`src/design/rv_pipe_consts.svh`:
```
`ifndef RV_PIPE_CONSTS_SVH
`define RV_PIPE_CONSTS_SVH

`define RV_XLEN  64
`define RV_NREGS 32

// Major opcodes, inst[6:0]
`define OPC_LUI       7'b0110111
`define OPC_AUIPC     7'b0010111
`define OPC_JAL       7'b1101111
`define OPC_JALR      7'b1100111
`define OPC_BRANCH    7'b1100011
`define OPC_OP_IMM    7'b0010011
`define OPC_OP        7'b0110011
`define OPC_OP_IMM_32 7'b0011011
`define OPC_OP_32     7'b0111011

`define F3_JALR 3'b000

`define F3_BEQ  3'b000
`define F3_BNE  3'b001
`define F3_BLT  3'b100
`define F3_BGE  3'b101
`define F3_BLTU 3'b110
`define F3_BGEU 3'b111

`define F3_ADD  3'b000
`define F3_SLL  3'b001
`define F3_SLT  3'b010
`define F3_SLTU 3'b011
`define F3_XOR  3'b100
`define F3_SRL  3'b101
`define F3_OR   3'b110
`define F3_AND  3'b111

`define F7_BASE 7'b0000000
`define F7_ALT  7'b0100000
`define F7_MEXT 7'b0000001

`endif
```
`src/design/rv_pipe_pkg.sv`:
```
`default_nettype none
`include "rv_pipe_consts.svh"

package rv_pipe_pkg;

    typedef enum logic [2:0] {
        fmt_none,
        fmt_r,
        fmt_i,
        fmt_s,
        fmt_b,
        fmt_u,
        fmt_j
    } itype_e;

    typedef enum logic [3:0] {
        alu_add,
        alu_sub,
        alu_cmp,     // Signed set-less-than
        alu_ucmp,
        alu_and,
        alu_or,
        alu_xor,
        alu_sll,
        alu_srl,
        alu_sra
    } alu_op_e;

    typedef struct packed {
        logic                valid;
        logic [`RV_XLEN-1:0] pc;
        logic [4:0]          rd;
        logic [4:0]          rs1;
        logic [4:0]          rs2;
        logic [`RV_XLEN-1:0] imm;
        alu_op_e             alu_op;
        logic [2:0]          funct3;
        logic                use_pc;    // op_a from pc
        logic                use_imm;   // op_b from immediate
        logic                is_jal;
        logic                is_jalr;
        logic                is_branch;
        logic                is_word;
        logic                illegal;
    } decoded_t;

    typedef struct packed {
        logic                valid;
        logic [`RV_XLEN-1:0] pc;
        logic [4:0]          rd;
        logic [`RV_XLEN-1:0] op_a;
        logic [`RV_XLEN-1:0] op_b;
        logic [`RV_XLEN-1:0] rs2_value;
        logic [`RV_XLEN-1:0] imm;
        alu_op_e             alu_op;
        logic [2:0]          funct3;
        logic                is_jal;
        logic                is_jalr;
        logic                is_branch;
        logic                is_word;
        logic                illegal;
    } operand_t;

    typedef struct packed {
        logic [`RV_XLEN-1:0] pc;
        logic [4:0]          rd;
        logic [`RV_XLEN-1:0] value;
        logic                taken;
        logic [`RV_XLEN-1:0] target;
        logic                illegal;
    } retire_t;

    typedef struct packed {
        logic                enable;
        logic [4:0]          rd;
        logic [`RV_XLEN-1:0] value;
    } wb_t;

endpackage

`default_nettype wire

```
`src/design/operand_stage.sv`:
```
`timescale 1ns/1ps
`default_nettype none
`include "rv_pipe_consts.svh"

module operand_stage (
    input  logic                  clock,
    input  logic                  arst_n,
    input  rv_pipe_pkg::decoded_t decoded,
    input  rv_pipe_pkg::wb_t      wb,
    output rv_pipe_pkg::operand_t operands
);

    logic [`RV_XLEN-1:0]   rs1_rf;
    logic [`RV_XLEN-1:0]   rs2_rf;
    logic [`RV_XLEN-1:0]   rs1_value;
    logic [`RV_XLEN-1:0]   rs2_value;
    rv_pipe_pkg::operand_t op_next;

    reg_file reg_file_i (
        .clock     (clock),
        .arst_n    (arst_n),
        .rs1       (decoded.rs1),
        .rs2       (decoded.rs2),
        .rs1_value (rs1_rf),
        .rs2_value (rs2_rf),
        .wb        (wb)
    );

    // The instruction in execute writes at the coming edge, so take its result now
    always_comb begin
        rs1_value = rs1_rf;
        rs2_value = rs2_rf;
        if (wb.enable && decoded.rs1 != 5'd0 && wb.rd == decoded.rs1)
            rs1_value = wb.value;
        if (wb.enable && decoded.rs2 != 5'd0 && wb.rd == decoded.rs2)
            rs2_value = wb.value;
    end

    always_comb begin
        op_next.valid     = decoded.valid;
        op_next.pc        = decoded.pc;
        op_next.rd        = decoded.rd;
        op_next.op_a      = decoded.use_pc ? decoded.pc : rs1_value;
        op_next.op_b      = decoded.use_imm ? decoded.imm : rs2_value;
        op_next.rs2_value = rs2_value;
        op_next.imm       = decoded.imm;
        op_next.alu_op    = decoded.alu_op;
        op_next.funct3    = decoded.funct3;
        op_next.is_jal    = decoded.is_jal;
        op_next.is_jalr   = decoded.is_jalr;
        op_next.is_branch = decoded.is_branch;
        op_next.is_word   = decoded.is_word;
        op_next.illegal   = decoded.illegal;
    end

    always_ff @(posedge clock or negedge arst_n) begin
        if (!arst_n)
            operands <= '0;
        else
            operands <= op_next;
    end

endmodule

`default_nettype wire

```
`src/design/reg_file.sv`:
```
`timescale 1ns/1ps
`default_nettype none
`include "rv_pipe_consts.svh"

module reg_file (
    input  logic                clock,
    input  logic                arst_n,
    input  logic [4:0]          rs1,
    input  logic [4:0]          rs2,
    output logic [`RV_XLEN-1:0] rs1_value,
    output logic [`RV_XLEN-1:0] rs2_value,
    input  rv_pipe_pkg::wb_t    wb
);

    logic [`RV_XLEN-1:0] regs [1:`RV_NREGS-1];   // x0 has no storage

    always_ff @(posedge clock or negedge arst_n) begin
        if (!arst_n) begin
            for (int i = 1; i < `RV_NREGS; i++)
                regs[i] <= '0;
        end else if (wb.enable && wb.rd != 5'd0) begin
            regs[wb.rd] <= wb.value;
        end
    end

    assign rs1_value = (rs1 == 5'd0) ? '0 : regs[rs1];
    assign rs2_value = (rs2 == 5'd0) ? '0 : regs[rs2];

endmodule

`default_nettype wire

```
`config.mk`:
```
export PLATFORM = sky130hd
export DESIGN_NAME = operand_stage
export DESIGN_NICKNAME = d
export VERILOG_FILES = /design/src/design/rv_pipe_pkg.sv /design/src/design/operand_stage.sv /design/src/design/reg_file.sv
export VERILOG_INCLUDE_DIRS = /design/src /design/src/design
export SDC_FILE = /design/constraint.sdc
export NUM_CORES = 2
export LEC_CHECK = 0
export BUFFER_PORTS_ARGS = -buffer_cell sky130_fd_sc_hd__buf_2
export CAP_MARGIN = 25
export CORE_UTILIZATION = 55
export CTS_CLUSTER_SIZE = 16
export DETAILED_ROUTE_END_ITERATION = 7
export PLACE_DENSITY = 0.78
export RECOVER_POWER = 25
export SYNTH_ARGS = -nofsm -noshare
export SYNTH_HDL_FRONTEND = slang
export SYNTH_SLANG_ARGS = --single-unit
```
`constraint.sdc`:
```
create_clock -name clock -period 2.15 [get_ports clock]
set_input_delay 0.5375 -clock clock [delete_from_list [all_inputs] [get_ports clock]]
set_output_delay 0.5375 -clock clock [all_outputs]
set_load 0.02 [all_outputs]
```
==> flow_summary.yaml <==
outcome:
  status: "complete, but fails checks"
  violations: "negative setup slack"
placement:
  dp_hpwl_microns: 253000
  dp_slack_ns: -0.858
  gp_congestion: 0.933
  portBuffers: 567
final_layout:
  num-nets-final: 9339
  final_core_util_pct: 67.2
  drive_above_1_share_pct: 52.6
  regArea_sq_mm: 0.0581
  syn_to_final_growth_pct: 21.0
  multiInputGateArea_sq_mm: 0.0563
  fillCellCount: 14200
clock_network:
  htree_levels: 4
  root_buffer: "clkbuf_16"
  ctsLongestPathBuffers: 3
  path_clk_slew_ns: 0.06
  cts_made_buffers: 238
  clock-sinks: 2322
  tritoncts: "yes"
  clock_latency_ns: 0.93
sta:
  layout_setup_ws_ns: -0.0523
  finalSetupViolCount: 2
  fin_crit_ns: 2.20
  drv_slew: 0
  max_slew.worst_pin.slew_ns: 1.28
  clock_skew_ns: 0.0475
  slew-limit-headroom_pct: 14.8
  hold_violations: 0
  period_share_pct: 102
  max_freq_ghz: 0.454
global_routing:
  grt_antenna_before_repair: 12
  grtUsageTotal_pct: 35.8
  grt_pass1_wl_microns: 576000
  gr-usage-met2_pct: 55.8
  grt_max_degree: 114
  grt_pass1_vias: 87700
  met3_usage_pct: 8.54
  grtUsageMet1_pct: 46.3
  grt_overflow: 0
  grt_busiest_layer: "met2"
detailed_routing:
  ant_nets: 0
  drc: 0
  drtIter0Drc: 9403
  dr.pass1.iters: 8
  wirelength_microns: 386000
  num_vias: 83800
  post_drt_wl_per_cell_microns: 31.8
  vias_per_cell: 6.91
power:
  ir_worst_vdd_mv: 0.908
  p_leak_nw: 63.4
  switching_share_pct: 27.7
  netSwitchingPower_mw: 35.9
  power_density_mw_per_mm2: 907
  pwr-share-seq_pct: 44.7
  p_comb_share_pct: 20.5
  clkPwrFrac_pct: 34.8
  p_int_mw: 93.5
worst_setup_path:
  rr_startpoint: "reg_file_i.regs[17]"
  worstPathRequired_ns: 2.93
  critPathCapture: "operands[249]"
  reg2reg_to: "operands[157]"
  worstPathMaxFanout: 23
  critical_path_class: "in -> reg"
  rrSetupSlack_ns: 0
  start_kind: "input port"
  cp.arrival_ns: 2.98
  critPathLaunch: "decoded[83]"
  endpoint_kind: "flip-flop"
  r2r_cells: 5
die:
  num_rows: 169
  initial_utilization_pct: 55.5
  die_width_microns: 465
  die_area_sq_mm: 0.216
  core_sq_mm: 0.213
  ioPinCount: 568
  fp.dieH_microns: 465
yosys:
  ys_ff_latch: 2322
  ys_seq_area_share_pct: 49.3
  synth-async-reset-ratio_pct: 100
  synthesis.area_sq_mm: 0.118
  ys_warn_count: 0
  syn_avg_cell_area_sq_um: 14.7
  synth_edf_count: 0
  synth_cells: 8016
  synth_ff_type: "dfrtp_1"
  yosys.cell_types.count: 56
  syn_nets: 8246
min_path:
  hold_path_class: "in -> reg"
run:
  drv_cap: 0
synthesized netlist by cell type (3+ instances only):
library cell  count  area share, %
clkbuf_1        449            1.4
mux2i_1         457            3.9
o41ai_1          47           0.35
xnor2_1           3          0.022
a21oi_1         116           0.49
buf_2           302            1.3
o31ai_2          33           0.35
buf_6            19           0.18
a22oi_1          65           0.41
nand3_1          68           0.29
nor3b_1           3          0.019
xor2_1            7          0.052
nor2_1           59           0.19
nor3_1           66           0.28
o22ai_1          80           0.42
o221ai_1         18           0.13
o31ai_1          13          0.083
nand3b_1          5          0.032
a211oi_1         48           0.31
mux4_2          770             15
nor2b_1         147           0.78
a32o_1           46           0.39
dfrtp_1        2322             49
o22a_1           47           0.35
nand2_1         160           0.51
nand2_2           5          0.027
or2_2             3          0.016
a211o_1          46           0.34
nor2_2            8          0.042
buf_4            39           0.25
and2_1            4          0.021
a221oi_1         80           0.59
buf_1            40           0.13
o21ai_0          80           0.34
o211ai_1         64           0.41
mux2_2         2210             21
nand4_1          47           0.25
nand4b_1         18           0.13
what timing repair did:
action                                  CTS  global route
endpoints found under the setup margin    1             2
hold buffers                            151             0
hold endpoints to repair                441             0
gates resized for setup                   1             2
setup buffers                             0             0
power by group through the flow:
stage	Clock [mW]	Sequential [mW]	Combinational [mW]
4_1_cts	45.4	57.5	26.5
5_1_grt	47.2	58.6	28.1
2_1_floorplan	0	56.7	17.9
3_5_place_dp	0	58.1	26.0
3_3_place_gp	0	57.4	25.1
6_report	45.0	57.9	26.5
sequential cells by signal, summed over array words and instances (netlist names):
register,cells
reg_file_i.regs,1984
operands,338
through the flow:
stage / hold slack [ns] / area [sq um] / total power [mW] / instances / TNS [ns]
after floorplan: 0.242 / 119000 / 74.6 / 8016 / -9.09
final: 0.0425 / 143000 / 129 / 12100 / -0.0979
after global routing: 0.0387 / 143000 / 134 / 12100 / -0.00206
after detailed placement: 0.485 / 133000 / 84.2 / 11500 / -427.75
after CTS: 0.00246 / 143000 / 129 / 12100 / 0
after global placement: 0.487 / 133000 / 82.5 / 11500 / -396.58
how the worst min path moves through the flow:
stage	from	end	slack [ns]	cells after the start
6_report	wb[23]	reg_file_i.regs[1047]	0.04	2
5_1_grt	wb[23]	reg_file_i.regs[1047]	0.04	2
4_1_cts	wb[23]	reg_file_i.regs[1047]	0.002	2
3_5_place_dp	arst_n	operands[10]	0.49	1
3_3_place_gp	arst_n	operands[10]	0.49	1
2_1_floorplan	arst_n	operands[0]	0.24	0
kinds of logic (layout without fill, tap and decap cells):
kind of cell	after synthesis	after routing	share of synthesized area, %
other cells	0	4	0
flops	2322	2322	49.3
buf+inv	853	2145	3.28
mux	3437	3437	39.7
simple gates	606	606	2.67
xor+xnor	10	10	0.0743
compound gates	788	788	5.01
final cells by class:
class / count / share of cell area, %
Antenna cell: 4 / 0.00701
Clock buffer: 326 / 4.75
Clock inverter: 113 / 1.23
Inverter: 3 / 0.00877
Multi-Input combinational cell: 4841 / 39.5
Sequential cell: 2322 / 40.7
Tap cell: 2821 / 2.47
Timing Repair Buffer: 1703 / 11.3
cell usage in the layout, fill, tap and decap left out, types with 28 or more instances in the layout:
master         count
a211o_1           46
a211oi_1          48
a21oi_1          103
a221oi_1          80
a22oi_1           65
a32o_1            46
buf_12           376
buf_2            446
buf_4            538
bufinv_16         37
clkbuf_1         186
clkbuf_16        239
clkbuf_2          28
clkbuf_8          47
clkinv_2          43
dfrtp_1         2320
dlygate4sd3_1    151
mux2_2          2210
mux2i_1          457
mux4_2           770
nand2_1          147
nand3_1           67
nand4_1           47
nor2_1            50
nor2b_1          143
nor3_1            66
o211ai_1          64
o21ai_0           79
o22a_1            47
o22ai_1           80
o31ai_2           33
o41ai_1           44
critical path: stages:
cell and delay (ns):
buf_8 0.27, buf_12 0.27, buf_4 0.22, mux4_2 0.51, mux2i_1 0.21, nor2b_1 0.07
o21ai_0 0.50, buf_4 0.21, nand3_1 0.08
metal layers:
metal	routed length [microns]	up-vias
met5	59	-
met4	24500	8
met3	39900	1442
met2	180000	5392
met1	142000	43900
li1	-	33000
Power figures use the tool's default switching activity.
