## config.mk

```make
export PLATFORM = sky130hd
export DESIGN_NAME = execute_stage
export DESIGN_NICKNAME = d
export VERILOG_FILES = /design/src/design/rv_pipe_pkg.sv /design/src/design/execute_stage.sv
export VERILOG_INCLUDE_DIRS = /design/src /design/src/design
export SDC_FILE = /design/constraint.sdc
export NUM_CORES = 2
export LEC_CHECK = 0
export BUFFER_PORTS_ARGS = -buffer_cell sky130_fd_sc_hd__buf_2
export CAP_MARGIN = 20
export CORE_MARGIN = 2
export CORE_UTILIZATION = 40
export CTS_CLUSTER_DIAMETER = 100
export DETAILED_ROUTE_END_ITERATION = 12
export PLACE_DENSITY_LB_ADDON = 0.3
export SLEW_MARGIN = 40
export SYNTH_ARGS = -nofsm -noshare
export SYNTH_HDL_FRONTEND = slang
export SYNTH_SLANG_ARGS = --single-unit
```

## constraint.sdc

```tcl
create_clock -name clock -period 12.1 [get_ports clock]
set_clock_uncertainty 0.2 [all_clocks]
set_input_delay 0.605 -clock clock [delete_from_list [all_inputs] [get_ports clock]]
set_output_delay 0.605 -clock clock [all_outputs]
set_load 0.01 [all_outputs]
```

## src/design/rv_pipe_consts.svh

```systemverilog
`ifndef RV_PIPE_CONSTS_SVH
`define RV_PIPE_CONSTS_SVH

`define RV_XLEN  64
`define RV_NREGS 32

// Major opcodes, inst[6:0]
`define OPC_LUI       7'b0110111
`define OPC_AUIPC     7'b0010111
`define OPC_JAL       7'b1101111
`define OPC_JALR      7'b1100111
`define OPC_BRANCH    7'b1100011
`define OPC_OP_IMM    7'b0010011
`define OPC_OP        7'b0110011
`define OPC_OP_IMM_32 7'b0011011
`define OPC_OP_32     7'b0111011

`define F3_JALR 3'b000

`define F3_BEQ  3'b000
`define F3_BNE  3'b001
`define F3_BLT  3'b100
`define F3_BGE  3'b101
`define F3_BLTU 3'b110
`define F3_BGEU 3'b111

`define F3_ADD  3'b000
`define F3_SLL  3'b001
`define F3_SLT  3'b010
`define F3_SLTU 3'b011
`define F3_XOR  3'b100
`define F3_SRL  3'b101
`define F3_OR   3'b110
`define F3_AND  3'b111

`define F7_BASE 7'b0000000
`define F7_ALT  7'b0100000
`define F7_MEXT 7'b0000001

`endif
```

## src/design/rv_pipe_pkg.sv

```systemverilog
`default_nettype none
`include "rv_pipe_consts.svh"

package rv_pipe_pkg;

    typedef enum logic [2:0] {
        fmt_none,
        fmt_r,
        fmt_i,
        fmt_s,
        fmt_b,
        fmt_u,
        fmt_j
    } itype_e;

    typedef enum logic [3:0] {
        alu_add,
        alu_sub,
        alu_cmp,     // Signed set-less-than
        alu_ucmp,
        alu_and,
        alu_or,
        alu_xor,
        alu_sll,
        alu_srl,
        alu_sra
    } alu_op_e;

    typedef struct packed {
        logic                valid;
        logic [`RV_XLEN-1:0] pc;
        logic [4:0]          rd;
        logic [4:0]          rs1;
        logic [4:0]          rs2;
        logic [`RV_XLEN-1:0] imm;
        alu_op_e             alu_op;
        logic [2:0]          funct3;
        logic                use_pc;    // op_a from pc
        logic                use_imm;   // op_b from immediate
        logic                is_jal;
        logic                is_jalr;
        logic                is_branch;
        logic                is_word;
        logic                illegal;
    } decoded_t;

    typedef struct packed {
        logic                valid;
        logic [`RV_XLEN-1:0] pc;
        logic [4:0]          rd;
        logic [`RV_XLEN-1:0] op_a;
        logic [`RV_XLEN-1:0] op_b;
        logic [`RV_XLEN-1:0] rs2_value;
        logic [`RV_XLEN-1:0] imm;
        alu_op_e             alu_op;
        logic [2:0]          funct3;
        logic                is_jal;
        logic                is_jalr;
        logic                is_branch;
        logic                is_word;
        logic                illegal;
    } operand_t;

    typedef struct packed {
        logic [`RV_XLEN-1:0] pc;
        logic [4:0]          rd;
        logic [`RV_XLEN-1:0] value;
        logic                taken;
        logic [`RV_XLEN-1:0] target;
        logic                illegal;
    } retire_t;

    typedef struct packed {
        logic                enable;
        logic [4:0]          rd;
        logic [`RV_XLEN-1:0] value;
    } wb_t;

endpackage

`default_nettype wire

```

## src/design/execute_stage.sv

```systemverilog
`timescale 1ns/1ps
`default_nettype none
`include "rv_pipe_consts.svh"

module execute_stage (
    input  logic                  clock,
    input  logic                  arst_n,
    input  rv_pipe_pkg::operand_t operands,
    output rv_pipe_pkg::wb_t      wb,
    output logic                  retire_valid,
    output rv_pipe_pkg::retire_t  retire
);

    logic [5:0]          shamt;
    logic [31:0]         a_lo;
    logic [31:0]         sra_w;
    logic [`RV_XLEN-1:0] sra_d;
    logic [`RV_XLEN-1:0] alu_raw;
    logic [`RV_XLEN-1:0] alu_res;
    logic                eq;
    logic                lt;
    logic                ltu;
    logic                cond;
    logic                taken;
    logic [`RV_XLEN-1:0] target;
    logic [`RV_XLEN-1:0] value;

    assign shamt = {operands.op_b[5] & ~operands.is_word, operands.op_b[4:0]};
    assign a_lo  = operands.op_a[31:0];
    assign sra_w = $signed(a_lo) >>> shamt[4:0];
    assign sra_d = $signed(operands.op_a) >>> shamt;

    always_comb begin
        case (operands.alu_op)
            rv_pipe_pkg::alu_sub:  alu_raw = operands.op_a - operands.op_b;
            rv_pipe_pkg::alu_cmp:  alu_raw = {63'd0, $signed(operands.op_a) < $signed(operands.op_b)};
            rv_pipe_pkg::alu_ucmp: alu_raw = {63'd0, operands.op_a < operands.op_b};
            rv_pipe_pkg::alu_and:  alu_raw = operands.op_a & operands.op_b;
            rv_pipe_pkg::alu_or:   alu_raw = operands.op_a | operands.op_b;
            rv_pipe_pkg::alu_xor:  alu_raw = operands.op_a ^ operands.op_b;
            rv_pipe_pkg::alu_sll:  alu_raw = operands.op_a << shamt;
            rv_pipe_pkg::alu_srl:  alu_raw = operands.is_word ? {32'd0, a_lo >> shamt[4:0]}
                                                              : operands.op_a >> shamt;
            rv_pipe_pkg::alu_sra:  alu_raw = operands.is_word ? {32'd0, sra_w} : sra_d;
            default:               alu_raw = operands.op_a + operands.op_b;
        endcase
    end

    assign alu_res = operands.is_word ? {{32{alu_raw[31]}}, alu_raw[31:0]} : alu_raw;

    // funct3[2:1] picks the relation, funct3[0] inverts it
    assign eq  = operands.op_a == operands.rs2_value;
    assign lt  = $signed(operands.op_a) < $signed(operands.rs2_value);
    assign ltu = operands.op_a < operands.rs2_value;

    always_comb begin
        case (operands.funct3[2:1])
            2'b00:   cond = eq;
            2'b10:   cond = lt;
            default: cond = ltu;
        endcase
        cond = cond ^ operands.funct3[0];
    end

    assign taken = (operands.is_branch & cond) | operands.is_jal | operands.is_jalr;

    always_comb begin
        if (operands.is_jalr)
            target = (operands.op_a + operands.imm) & ~`RV_XLEN'd1;
        else if (operands.is_jal || operands.is_branch)
            target = operands.pc + operands.imm;
        else
            target = '0;
    end

    assign value = (operands.is_jal || operands.is_jalr) ? operands.pc + `RV_XLEN'd4 : alu_res;

    always_comb begin
        wb.enable = operands.valid && !operands.illegal && !operands.is_branch &&
                    operands.rd != 5'd0;
        wb.rd     = operands.rd;
        wb.value  = value;
    end

    always_ff @(posedge clock or negedge arst_n) begin
        if (!arst_n) begin
            retire_valid <= 1'b0;
            retire       <= '0;
        end else begin
            retire_valid   <= operands.valid;
            retire.pc      <= operands.pc;
            retire.rd      <= operands.rd;
            retire.value   <= value;
            retire.taken   <= taken;
            retire.target  <= target;
            retire.illegal <= operands.illegal;
        end
    end

endmodule

`default_nettype wire

```

==> metrics.md <==
| Metric | Value |
|---|---|
| Area growth, synth to finish | 12.74% |
| Dpl hpwl | between 150000 and 200000 µm |
| Core utilization of the finished layout | a little under half |
| Mean Syn Cell Area | about 7.5 µm² |
| Total Routed Length | 206600 µm |
| Routed len/inst | 31.71 µm |
| Share of the synthesized area in the top cell type | approximately 14% |
| Outcome | finished clean |
| Maximum number of pins on one net before global-route repair | 117 |
| Buffer levels on the longest clock path | 2 |
| Critical path class | primary input to output port |
| Commonest cells in the synthesized netlist | sky130_fd_sc_hd__a21oi_1 (532), sky130_fd_sc_hd__nor2_1 (496), sky130_fd_sc_hd__nand2_1 (392) |
| Total negative setup slack | 0 ns |
| CP Launch Type | primary input |
| Residual DRC | 0 |
| Post-synthesis instance area | 36640 µm² |
| Top cells by area in the synthesized netlist | sky130_fd_sc_hd__dfrtp_1 (14%), sky130_fd_sc_hd__ha_1 (13%), sky130_fd_sc_hd__a21oi_1 (7.3%), sky130_fd_sc_hd__mux4_2 (7.3%), sky130_fd_sc_hd__nor2_1 (5.1%) |
| Fraction of layout cells with a size suffix above 1 | between 10% and 20% |
| Layout fillers | 9426 |
| Number of buffers created by CTS | 17 |
| Required time at the endpoint of the critical path | 11.30 ns |
| Overall global routing resource usage | ~42% |
| Int Pwr | 1.735 mW |
| Part of the total power dissipated in combinational logic | 60.9% |
| Pins Over Slew Limit | 0 |
| Drt first pass iters | 6 |
| Largest area contributor in the netlist | sky130_fd_sc_hd__dfrtp_1 |
| Final setup viols | 0 |
| Top flip-flop cell by instance count after synthesis | sky130_fd_sc_hd__dfrtp_1 |
| Width of the die | 306.6 µm |
| Peak ir drop on the vdd network | 0.1125 mV |
| Starting density of the core | 40.15% |
| Crit share post-route | between 50% and 60% |
| PortBufs | roughly 610 |
| First DRT Iteration DRCs | ~5800 |
| Sw Share | 49.64% |
| Post-DP Area | 40620 µm² |
| Nets@finish | 6030 |
| Pre-CTS setup slack | 5.398 ns |
| Final setup slack of the worst path | 5.167 ns |
| Clock slew at the register clock pins of the worst setup and hold paths | 0.08 ns |
| I/O pin count | 610 |
| Part of the Yosys area used for sequential elements | 13.66% |
| Most common cell in the netlist | sky130_fd_sc_hd__a21oi_1 |
| Post-route standard cell area excluding fillers | 41300 µm² |
| Nature of the critical path endpoint | output port |
| Fmax | 144.2 MHz |
| Max-cap check violation count | 0 |
| Overall overflow remaining after global route | 0 |
| Floorplan die height | roughly 300 µm |
| Overall die area | 94030 µm² |
| Core region area | ~90000 µm² |
| Cts repair resizes | 0 |
| Critical Path AT | 6.13 ns |
| Net switching component of the power | 1.710 mW |
| Worst Tran Pin Value | roughly 0.99 ns |
| Root buffer selected by CTS | sky130_fd_sc_hd__clkbuf_16 |
| Maximum level of the CTS H-tree | 4 |
| Clock period minus worst slack | 6.933 ns |
| Routability congestion estimate | 1.078 |
| Power share of the sequential group | ~22% |
| Post-layout power | 3.445 mW |
| Share of power burned in the clock network | 17.0% |
| Hold violation count in the final report | 0 |
| Placed cells | 6466 |
| RSZ-0062 raised after global routing | false |
| Number of enable flip-flop cells after synthesis | 0 |
| Slew headroom | 33.88% |
| Synthesis Warnings | 0 |
| Number of distinct library cells after synthesis | 96 |
| Post-layout instance count excluding filler cells | 6514 |
| Static leakage power | 18.60 nW |
| Mapped Cells | 4915 |
| Site Rows | 111 |
| Total power divided by cell area | 83.40 nW/µm² |
| Tightest Hold Check Type | primary input to flop |
| Global-route wire length before repair | 290700 µm |
| Via count of the first global-routing pass | 40280 |
| Post-Route Hold Slack | 0.04640 ns |
| Clock Sinks | 200 |
| Number of nets produced by synthesis | 5642 |
| Routed via count | 43670 |
| Count of antenna-violating nets left after detailed routing | 0 |
| Routed via count divided by cell count | around 6.7 |
| Maximum fanout along the worst path | 52 |
| Clock tree from TritonCTS | built |
| Number of flip-flops and latches in the synthesized netlist | 200 |
| Async set-or-reset flop fraction in the synthesized netlist | 100.0% |
| Initial antenna violation count | 18 |
registers in the layout, summed over array words and instances, names as in the netlist:
signal	flops
retire_valid	1
retire	199
worst paths after layout:
check,start,endpoint,slack (ns),cells past startpoint
setup / recovery,operands[143],wb[52],5.17,15
min in group asynchronous,arst_n,retire[127]$_DFF_PN0_,0.46,2
max in group asynchronous,arst_n,retire[83]$_DFF_PN0_,10.01,3
hold / removal,operands[269],retire[131]$_DFF_PN0_,0.05,1
power by group through the flow:
| stage | registers, mW | clock network (mW) | logic (mW) |
|---|---|---|---|
| floorplan | 0.823 | 0 | 1.17 |
| global placement | 0.775 | 0 | 2.02 |
| detailed placement | 0.775 | 0 | 2.01 |
| CTS | 0.763 | 0.604 | 2.02 |
| global route | 0.769 | 0.620 | 2.20 |
| finish | 0.763 | 0.585 | 2.10 |
worst max-delay path: stages:
cell and delay (ns):
sky130_fd_sc_hd__buf_4 0.55, sky130_fd_sc_hd__inv_2 0.35, sky130_fd_sc_hd__ha_1 0.55, sky130_fd_sc_hd__nor3b_1 0.12
sky130_fd_sc_hd__o31ai_1 0.53, sky130_fd_sc_hd__nand2_1 0.20, sky130_fd_sc_hd__a32oi_1 0.47, sky130_fd_sc_hd__a31oi_1 0.31
sky130_fd_sc_hd__o21ai_0 0.72, sky130_fd_sc_hd__o31ai_1 0.33, sky130_fd_sc_hd__a21oi_1 0.43, sky130_fd_sc_hd__a221o_1 0.21
sky130_fd_sc_hd__o21ai_0 0.08, sky130_fd_sc_hd__a221oi_1 0.42, sky130_fd_sc_hd__buf_2 0.21
kinds of logic (layout without fill, tap and decap cells):
| group | Yosys count | after routing | share of synthesized area, % |
|---|---|---|---|
| AOI/OAI and AO/OA | 1779 | 1779 | 31.30 |
| and+or+nand+nor | 1437 | 1437 | 18.17 |
| buffers and inverters | 628 | 1029 | 6.902 |
| adders and majority gates | 387 | 387 | 13.30 |
| muxes | 275 | 275 | 11.67 |
| xor gates and xnor gates | 209 | 209 | 4.996 |
| DFF | 200 | 200 | 13.66 |
| other | 0 | 12 | 0 |
cell usage in the layout, fill, tap and decap left out, drive strengths merged, types with 46 or more instances in the layout:
| cell type | count |
|---|---|
| a31oi | 64 |
| nand4 | 74 |
| a221oi | 66 |
| nor3 | 87 |
| dfrtp | 200 |
| o31ai | 46 |
| buf | 698 |
| mux4 | 118 |
| o21bai | 70 |
| ha | 383 |
| inv | 295 |
| a211oi | 57 |
| nand2 | 392 |
| a21o | 145 |
| mux2i | 119 |
| nor2 | 498 |
| o211ai | 50 |
| xor2 | 99 |
| xnor2 | 110 |
| nand3 | 104 |
| o21ai | 353 |
| o22ai | 93 |
| a21oi | 534 |
timing repair:
item / 4_1_cts / 5_1_grt
hold buffers: 3 / 0
setup buffers: 0 / 0
hold endpoints to repair: 86 / 0
layer usage:
metal / vias up / routed length (µm) / track usage (%)
met5: - / 87 / 0
met4: 14 / 14530 / 25.13
met3: 663 / 22830 / 11.11
met2: 2898 / 88750 / 64.09
met1: 20960 / 80390 / 53.40
li1: 19130 / - / -
final cells by class:
cell class              instances  area, µm²  share of cell area, %
repair buffers                703       3830                  9.272
diodes                         12      30.03                0.07270
inverters                     294       1105                  2.675
well taps                    1186       1484                  3.593
clock inverters                14      147.6                 0.3574
clock buffers                  18      439.2                  1.063
multi-input cells            4087      29260                  70.85
flip-flops and latches        200       5005                  12.12
Power figures use the tool's default switching activity.
