`src/design/rv_pipe_consts.svh`:
```
`ifndef RV_PIPE_CONSTS_SVH
`define RV_PIPE_CONSTS_SVH

`define RV_XLEN  64
`define RV_NREGS 32

// Major opcodes, inst[6:0]
`define OPC_LUI       7'b0110111
`define OPC_AUIPC     7'b0010111
`define OPC_JAL       7'b1101111
`define OPC_JALR      7'b1100111
`define OPC_BRANCH    7'b1100011
`define OPC_OP_IMM    7'b0010011
`define OPC_OP        7'b0110011
`define OPC_OP_IMM_32 7'b0011011
`define OPC_OP_32     7'b0111011

`define F3_JALR 3'b000

`define F3_BEQ  3'b000
`define F3_BNE  3'b001
`define F3_BLT  3'b100
`define F3_BGE  3'b101
`define F3_BLTU 3'b110
`define F3_BGEU 3'b111

`define F3_ADD  3'b000
`define F3_SLL  3'b001
`define F3_SLT  3'b010
`define F3_SLTU 3'b011
`define F3_XOR  3'b100
`define F3_SRL  3'b101
`define F3_OR   3'b110
`define F3_AND  3'b111

`define F7_BASE 7'b0000000
`define F7_ALT  7'b0100000
`define F7_MEXT 7'b0000001

`endif
```
`src/design/rv_pipe_pkg.sv`:
```
`default_nettype none
`include "rv_pipe_consts.svh"

package rv_pipe_pkg;

    typedef enum logic [2:0] {
        fmt_none,
        fmt_r,
        fmt_i,
        fmt_s,
        fmt_b,
        fmt_u,
        fmt_j
    } itype_e;

    typedef enum logic [3:0] {
        alu_add,
        alu_sub,
        alu_cmp,     // Signed set-less-than
        alu_ucmp,
        alu_and,
        alu_or,
        alu_xor,
        alu_sll,
        alu_srl,
        alu_sra
    } alu_op_e;

    typedef struct packed {
        logic                valid;
        logic [`RV_XLEN-1:0] pc;
        logic [4:0]          rd;
        logic [4:0]          rs1;
        logic [4:0]          rs2;
        logic [`RV_XLEN-1:0] imm;
        alu_op_e             alu_op;
        logic [2:0]          funct3;
        logic                use_pc;    // op_a from pc
        logic                use_imm;   // op_b from immediate
        logic                is_jal;
        logic                is_jalr;
        logic                is_branch;
        logic                is_word;
        logic                illegal;
    } decoded_t;

    typedef struct packed {
        logic                valid;
        logic [`RV_XLEN-1:0] pc;
        logic [4:0]          rd;
        logic [`RV_XLEN-1:0] op_a;
        logic [`RV_XLEN-1:0] op_b;
        logic [`RV_XLEN-1:0] rs2_value;
        logic [`RV_XLEN-1:0] imm;
        alu_op_e             alu_op;
        logic [2:0]          funct3;
        logic                is_jal;
        logic                is_jalr;
        logic                is_branch;
        logic                is_word;
        logic                illegal;
    } operand_t;

    typedef struct packed {
        logic [`RV_XLEN-1:0] pc;
        logic [4:0]          rd;
        logic [`RV_XLEN-1:0] value;
        logic                taken;
        logic [`RV_XLEN-1:0] target;
        logic                illegal;
    } retire_t;

    typedef struct packed {
        logic                enable;
        logic [4:0]          rd;
        logic [`RV_XLEN-1:0] value;
    } wb_t;

endpackage

`default_nettype wire

```
`src/design/inst_decoder.sv`:
```
`timescale 1ns/1ps
`default_nettype none
`include "rv_pipe_consts.svh"

module inst_decoder (
    input  logic                 clock,
    input  logic                 arst_n,
    input  logic                 inst_valid,
    input  logic [31:0]          inst,
    input  logic [`RV_XLEN-1:0]  pc,
    output rv_pipe_pkg::decoded_t decoded
);

    logic [6:0]            opcode;
    logic [2:0]            funct3;
    logic [6:0]            funct7;
    logic [6:0]            shift_f7;
    logic [`RV_XLEN-1:0]   imm;
    logic                  legal;
    logic                  is_word;
    rv_pipe_pkg::itype_e   fmt;
    rv_pipe_pkg::alu_op_e  alu_op;
    rv_pipe_pkg::decoded_t dec_next;

    assign opcode  = inst[6:0];
    assign funct3  = inst[14:12];
    assign funct7  = inst[31:25];
    assign is_word = opcode == `OPC_OP_32 || opcode == `OPC_OP_IMM_32;
    // RV64 shifts keep shamt[5] in bit 25, word shifts do not
    assign shift_f7 = (is_word || opcode == `OPC_OP) ? funct7 : {funct7[6:1], 1'b0};

    always_comb begin
        case (opcode)
            `OPC_LUI, `OPC_AUIPC:                      fmt = rv_pipe_pkg::fmt_u;
            `OPC_JAL:                                  fmt = rv_pipe_pkg::fmt_j;
            `OPC_JALR, `OPC_OP_IMM, `OPC_OP_IMM_32:    fmt = rv_pipe_pkg::fmt_i;
            `OPC_BRANCH:                               fmt = rv_pipe_pkg::fmt_b;
            `OPC_OP, `OPC_OP_32:                       fmt = rv_pipe_pkg::fmt_r;
            default:                                   fmt = rv_pipe_pkg::fmt_none;
        endcase
    end

    always_comb begin
        case (fmt)
            rv_pipe_pkg::fmt_i: imm = {{(`RV_XLEN-12){inst[31]}}, inst[31:20]};
            rv_pipe_pkg::fmt_b: imm = {{(`RV_XLEN-12){inst[31]}}, inst[7], inst[30:25],
                                       inst[11:8], 1'b0};
            rv_pipe_pkg::fmt_u: imm = {{(`RV_XLEN-32){inst[31]}}, inst[31:12], 12'b0};
            rv_pipe_pkg::fmt_j: imm = {{(`RV_XLEN-20){inst[31]}}, inst[19:12], inst[20],
                                       inst[30:21], 1'b0};
            default:            imm = '0;
        endcase
    end

    always_comb begin
        legal  = 1'b0;
        alu_op = rv_pipe_pkg::alu_add;   // LUI, AUIPC and jumps add
        case (opcode)
            `OPC_LUI, `OPC_AUIPC, `OPC_JAL: legal = 1'b1;
            `OPC_JALR:                      legal = funct3 == `F3_JALR;
            `OPC_BRANCH: begin
                legal = funct3 != 3'b010 && funct3 != 3'b011;
                case (funct3)
                    `F3_BEQ, `F3_BNE:   alu_op = rv_pipe_pkg::alu_sub;
                    `F3_BLT, `F3_BGE:   alu_op = rv_pipe_pkg::alu_cmp;
                    `F3_BLTU, `F3_BGEU: alu_op = rv_pipe_pkg::alu_ucmp;
                    default:            alu_op = rv_pipe_pkg::alu_add;
                endcase
            end
            `OPC_OP_IMM, `OPC_OP_IMM_32, `OPC_OP, `OPC_OP_32: begin
                case (funct3)
                    `F3_ADD: begin
                        legal = fmt == rv_pipe_pkg::fmt_i || funct7 == `F7_BASE ||
                                funct7 == `F7_ALT;
                        if (fmt == rv_pipe_pkg::fmt_r && funct7 == `F7_ALT)
                            alu_op = rv_pipe_pkg::alu_sub;
                    end
                    `F3_SLL: begin
                        legal  = shift_f7 == `F7_BASE;
                        alu_op = rv_pipe_pkg::alu_sll;
                    end
                    `F3_SRL: begin
                        legal = shift_f7 == `F7_BASE || shift_f7 == `F7_ALT;
                        if (shift_f7 == `F7_ALT)
                            alu_op = rv_pipe_pkg::alu_sra;
                        else
                            alu_op = rv_pipe_pkg::alu_srl;
                    end
                    default: begin   // Compare and logic have no word forms
                        legal = !is_word && (fmt == rv_pipe_pkg::fmt_i || funct7 == `F7_BASE);
                        case (funct3)
                            `F3_SLT:  alu_op = rv_pipe_pkg::alu_cmp;
                            `F3_SLTU: alu_op = rv_pipe_pkg::alu_ucmp;
                            `F3_XOR:  alu_op = rv_pipe_pkg::alu_xor;
                            `F3_OR:   alu_op = rv_pipe_pkg::alu_or;
                            default:  alu_op = rv_pipe_pkg::alu_and;
                        endcase
                    end
                endcase
                if (fmt == rv_pipe_pkg::fmt_r && funct7 == `F7_MEXT)
                    legal = 1'b0;   // No multiply or divide unit
            end
            default: legal = 1'b0;
        endcase
    end

    always_comb begin
        dec_next.valid     = inst_valid;
        dec_next.pc        = pc;
        dec_next.rd        = (legal && fmt != rv_pipe_pkg::fmt_b) ? inst[11:7] : 5'd0;
        dec_next.rs1       = (legal && fmt inside {rv_pipe_pkg::fmt_r, rv_pipe_pkg::fmt_i,
                                                   rv_pipe_pkg::fmt_b}) ? inst[19:15] : 5'd0;
        dec_next.rs2       = (legal && fmt inside {rv_pipe_pkg::fmt_r, rv_pipe_pkg::fmt_b})
                             ? inst[24:20] : 5'd0;
        dec_next.imm       = legal ? imm : '0;
        dec_next.alu_op    = legal ? alu_op : rv_pipe_pkg::alu_add;
        dec_next.funct3    = funct3;
        dec_next.use_pc    = legal && (opcode == `OPC_AUIPC || opcode == `OPC_JAL);
        dec_next.use_imm   = legal && fmt != rv_pipe_pkg::fmt_r && fmt != rv_pipe_pkg::fmt_b;
        dec_next.is_jal    = legal && opcode == `OPC_JAL;
        dec_next.is_jalr   = legal && opcode == `OPC_JALR;
        dec_next.is_branch = legal && opcode == `OPC_BRANCH;
        dec_next.is_word   = legal && is_word;
        dec_next.illegal   = !legal;
    end

    always_ff @(posedge clock or negedge arst_n) begin
        if (!arst_n)
            decoded <= '0;
        else
            decoded <= dec_next;
    end

endmodule

`default_nettype wire

```
`config.mk`:
```
export PLATFORM = sky130hd
export DESIGN_NAME = inst_decoder
export DESIGN_NICKNAME = d
export VERILOG_FILES = /design/src/design/rv_pipe_pkg.sv /design/src/design/inst_decoder.sv
export VERILOG_INCLUDE_DIRS = /design/src /design/src/design
export SDC_FILE = /design/constraint.sdc
export NUM_CORES = 1
export LEC_CHECK = 0
export BUFFER_PORTS_ARGS = -buffer_cell sky130_fd_sc_hd__buf_2
export CAP_MARGIN = 10
export CORE_ASPECT_RATIO = 1.75
export CORE_MARGIN = 3
export CORE_UTILIZATION = 47
export CTS_CLUSTER_SIZE = 10
export DETAILED_ROUTE_END_ITERATION = 8
export PLACE_DENSITY = 0.87
export SLEW_MARGIN = 20
export SYNTH_ARGS = -nofsm -noshare
export SYNTH_HDL_FRONTEND = slang
export SYNTH_SLANG_ARGS = --single-unit
```
`constraint.sdc`:
```
create_clock -name clock -period 3.2 [get_ports clock]
set_clock_uncertainty 0.05 [all_clocks]
set_input_delay 0.32 -clock clock [delete_from_list [all_inputs] [get_ports clock]]
set_output_delay 0.32 -clock clock [all_outputs]
set_load 0.02 [all_outputs]
```
==> results.cfg <==
[critical_path]
crit_end = decoded[41]$_DFF_PN0_
cp-end-kind = flip-flop
critical_path_required_ps = 3400
cp_max_fo = 33
cp_slowest_cell = o211a_2
crit_chain = buf_2, inv_1, ha_1, or2_2, a211oi_2, a311oi_1, o211a_2, buf_12, a21oi_1
cpPeakStageDelay_ps = 560
arrival_ps = 2310
crit_start = inst[14]
path_class = in2reg
start_kind = primary input

[global_route]
antenna_found_initial = 2
grt_pass1_wl_um = 24000
grt_start_max_net_pins = 66
first_global_vias = 4247
gr-usage-all-layers = 0.310
overflow = 0

[timing]
drv_slew = 0
period_needed_ps = 2100
fmax_mhz = 475
slew_headroom = 0.469
setup_viol = 0
worst_pin_slew_ps = 796
rsz0062_at_grt = no
period_share = 0.658
tns_ps = 0
fin_ws_ps = 1100
hold_violations = 0

[yosys]
yosys-top-cells-count = dfrtp_1, nand2_1, buf_4, nor2_1, a21oi_1
syn_avg_cell_area_um2 = 13.2
post-synth-top-count-cell = dfrtp_1
synth_top_family_by_area = simple AND/OR/NAND/NOR gates
yosysUniqueCellTypes = 44
yosys.area_share.adder = 0.00854
seq_area_frac_synth = 0.717
synth_cells = 333
synth_edf_count = 0
synthTopCellsByArea = dfrtp_1, buf_4, a21oi_1
yosysWarnings = 0
ys.flop_type = dfrtp_1
synth.cell_area_um2 = 4400
muxShareOfSynthArea = 0
syn_nets = 435
synth_xor_area_frac = 0
ys_ff_latch = 126
yosys.area.top_type = dfrtp_1
synth-simple-area-share = 0.118
synth_top_area_frac = 0.717
synth_compound_area_frac = 0.0780
async_flop_share = 1.00

[flow_run]
cap_violations = 0

[power_and_ir_drop]
clkPwrFrac = 0.478
swShare = 0.231
peakVddDrop_v = 0.000509
cellLeakagePower_nw = 3.52
switching_power_uw = 893
pwr-share-seq = 0.430
power-per-cell-area_nw_per_um2 = 567
cell_internal_pwr_mw = 2.97
pwr-share-comb = 0.092

[detailed_routing]
viasPerCell = 5.07
antenna_left = 0
num_vias = 3888
wl_met1_um = 4790
drt-initial-drc-count = 170
dr.pass1.iters = 4
top_layer = met4
drcViolationCount = 0
wire_per_inst_um = 20.6
routed-wl-met3_um = 1130
wl_um = 15800
met2_length_um = 8830

[cts]
root_buffer = clkbuf_16
cts.sinks = 126
cts_tree = yes
cts-buffers-inserted = 17
cts_htree_levels = 4
path_clk_slew_ps = 60
cts_buffer_depth = 2
cts_setup_buffers = 0

[min_path]
hp-start = inst[29]
hold_path.class = in2reg

[layout]
reg_top3 = decoded: 126 flops
areaGrowthSynthToFinish_pct = 54.7
largest_reg_flops = 126
num-nets-final = 735
final_core_utilization = 0.748
drive_above_1_share = 0.473
regMostFlops = decoded
fillCellCount = 613

[placement]
pre_cts_ws_ps = 737
routabilityCongestion = 0.889
dp_hpwl_um = 10200
io_buffers = 256

[floorplan]
die_area_um2 = 10600
dieHeight_um = 134
ios = 257
die_w_um = 79.1
core_um2 = 9090
placementRows = 46
initial_utilization = 0.483

[run_status]
status = complete, no violations
==> kinds of logic (layout without fill, tap and decap cells) <==
family,Yosys count,count (layout)
AO/OA/AOI/OAI,55,55
buffers and inverters,49,361
adder cells (fa/ha/maj),3,3
other,0,2
flip-flops,126,126
AND/OR/NAND/NOR,100,100
==> cells in the final DEF (no fill, tap or decap), types with 2 or more instances in the layout <==
master and count:
buf_2 255, dfrtp_1 126, dlygate4sd3_1 66, nand2_1 36, nor2_1 32, a21oi_1 27, clkbuf_16 17, o21ai_0 10
a22oi_1 5, clkinvlp_4 5, inv_1 4, clkinv_2 4, o2111ai_1 3, nand3_1 3, nor3b_1 3, ha_1 3
buf_4 3, diode_2 2, nand2b_1 2, a41o_1 2, nand4b_1 2, nor3_1 2, or2_2 2, nor3_2 2
nor3b_2 2, bufinv_16 2, clkbuf_8 2, buf_12 2
==> power groups by stage <==
stage                     combinational [mW]  sequential (mW)  clock [mW]
after detailed placement               0.280             1.68           0
after CTS                              0.347             1.65        1.85
after global routing                   0.378             1.66        1.95
after global placement                 0.271             1.68           0
after floorplan                       0.0472             1.74           0
final                                  0.354             1.66        1.85
==> worst max-delay path: cells and delay by family <==
kind                     cells  cell delay (ps)
AND/OR/NAND/NOR              1              140
AO/OA/AOI/OAI                4             1000
buffers and inverters        3              610
adder cells (fa/ha/maj)      1              220
==> worst min path at each step <==
stage | slack (ps) | cells after the start | endpoint
final | 100 | 3 | decoded[23]$_DFF_PN0_
after global routing | 80 | 1 | decoded[7]$_DFF_PN0_
after CTS | 80 | 1 | decoded[7]$_DFF_PN0_
after detailed placement | 380 | 1 | decoded[119]$_DFF_PN0_
after global placement | 380 | 1 | decoded[156]$_DFF_PN0_
after floorplan | -30 | 0 | decoded[0]$_DFF_PN0_
==> what timing repair did <==
action,CTS,global route
hold endpoints to repair,129,0
gates resized for setup,0,0
hold buffers,66,0
==> cell type report <==
type	count	area [um^2]	share of cell area
clock buffer	20	457	0.0672
timing repair buffer	326	2000	0.294
multi-input combinational	158	903	0.133
tap	120	150	0.0221
clock inverter	11	118	0.0173
sequential	126	3150	0.464
inverter	4	15.0	0.00221
antenna	2	5.00	0.000736
==> stage by stage <==
step,std cells,instance area [um^2],total power [mW],hold slack [ps]
6_report,767,6800,3.86,99.8
5_1_grt,767,6800,3.99,80.5
4_1_cts,765,6800,3.85,81.8
3_5_place_dp,668,5560,1.96,380
3_3_place_gp,668,5560,1.95,378
2_1_floorplan,333,4400,1.79,-25.6
==> metal layers <==
metal	vias up	GRT usage
met4	0	0.211
met1	1903	0.290
met5	-	0
li1	1684	-
met2	233	0.562
met3	68	0.0874
(Power assumes the default switching activity.)
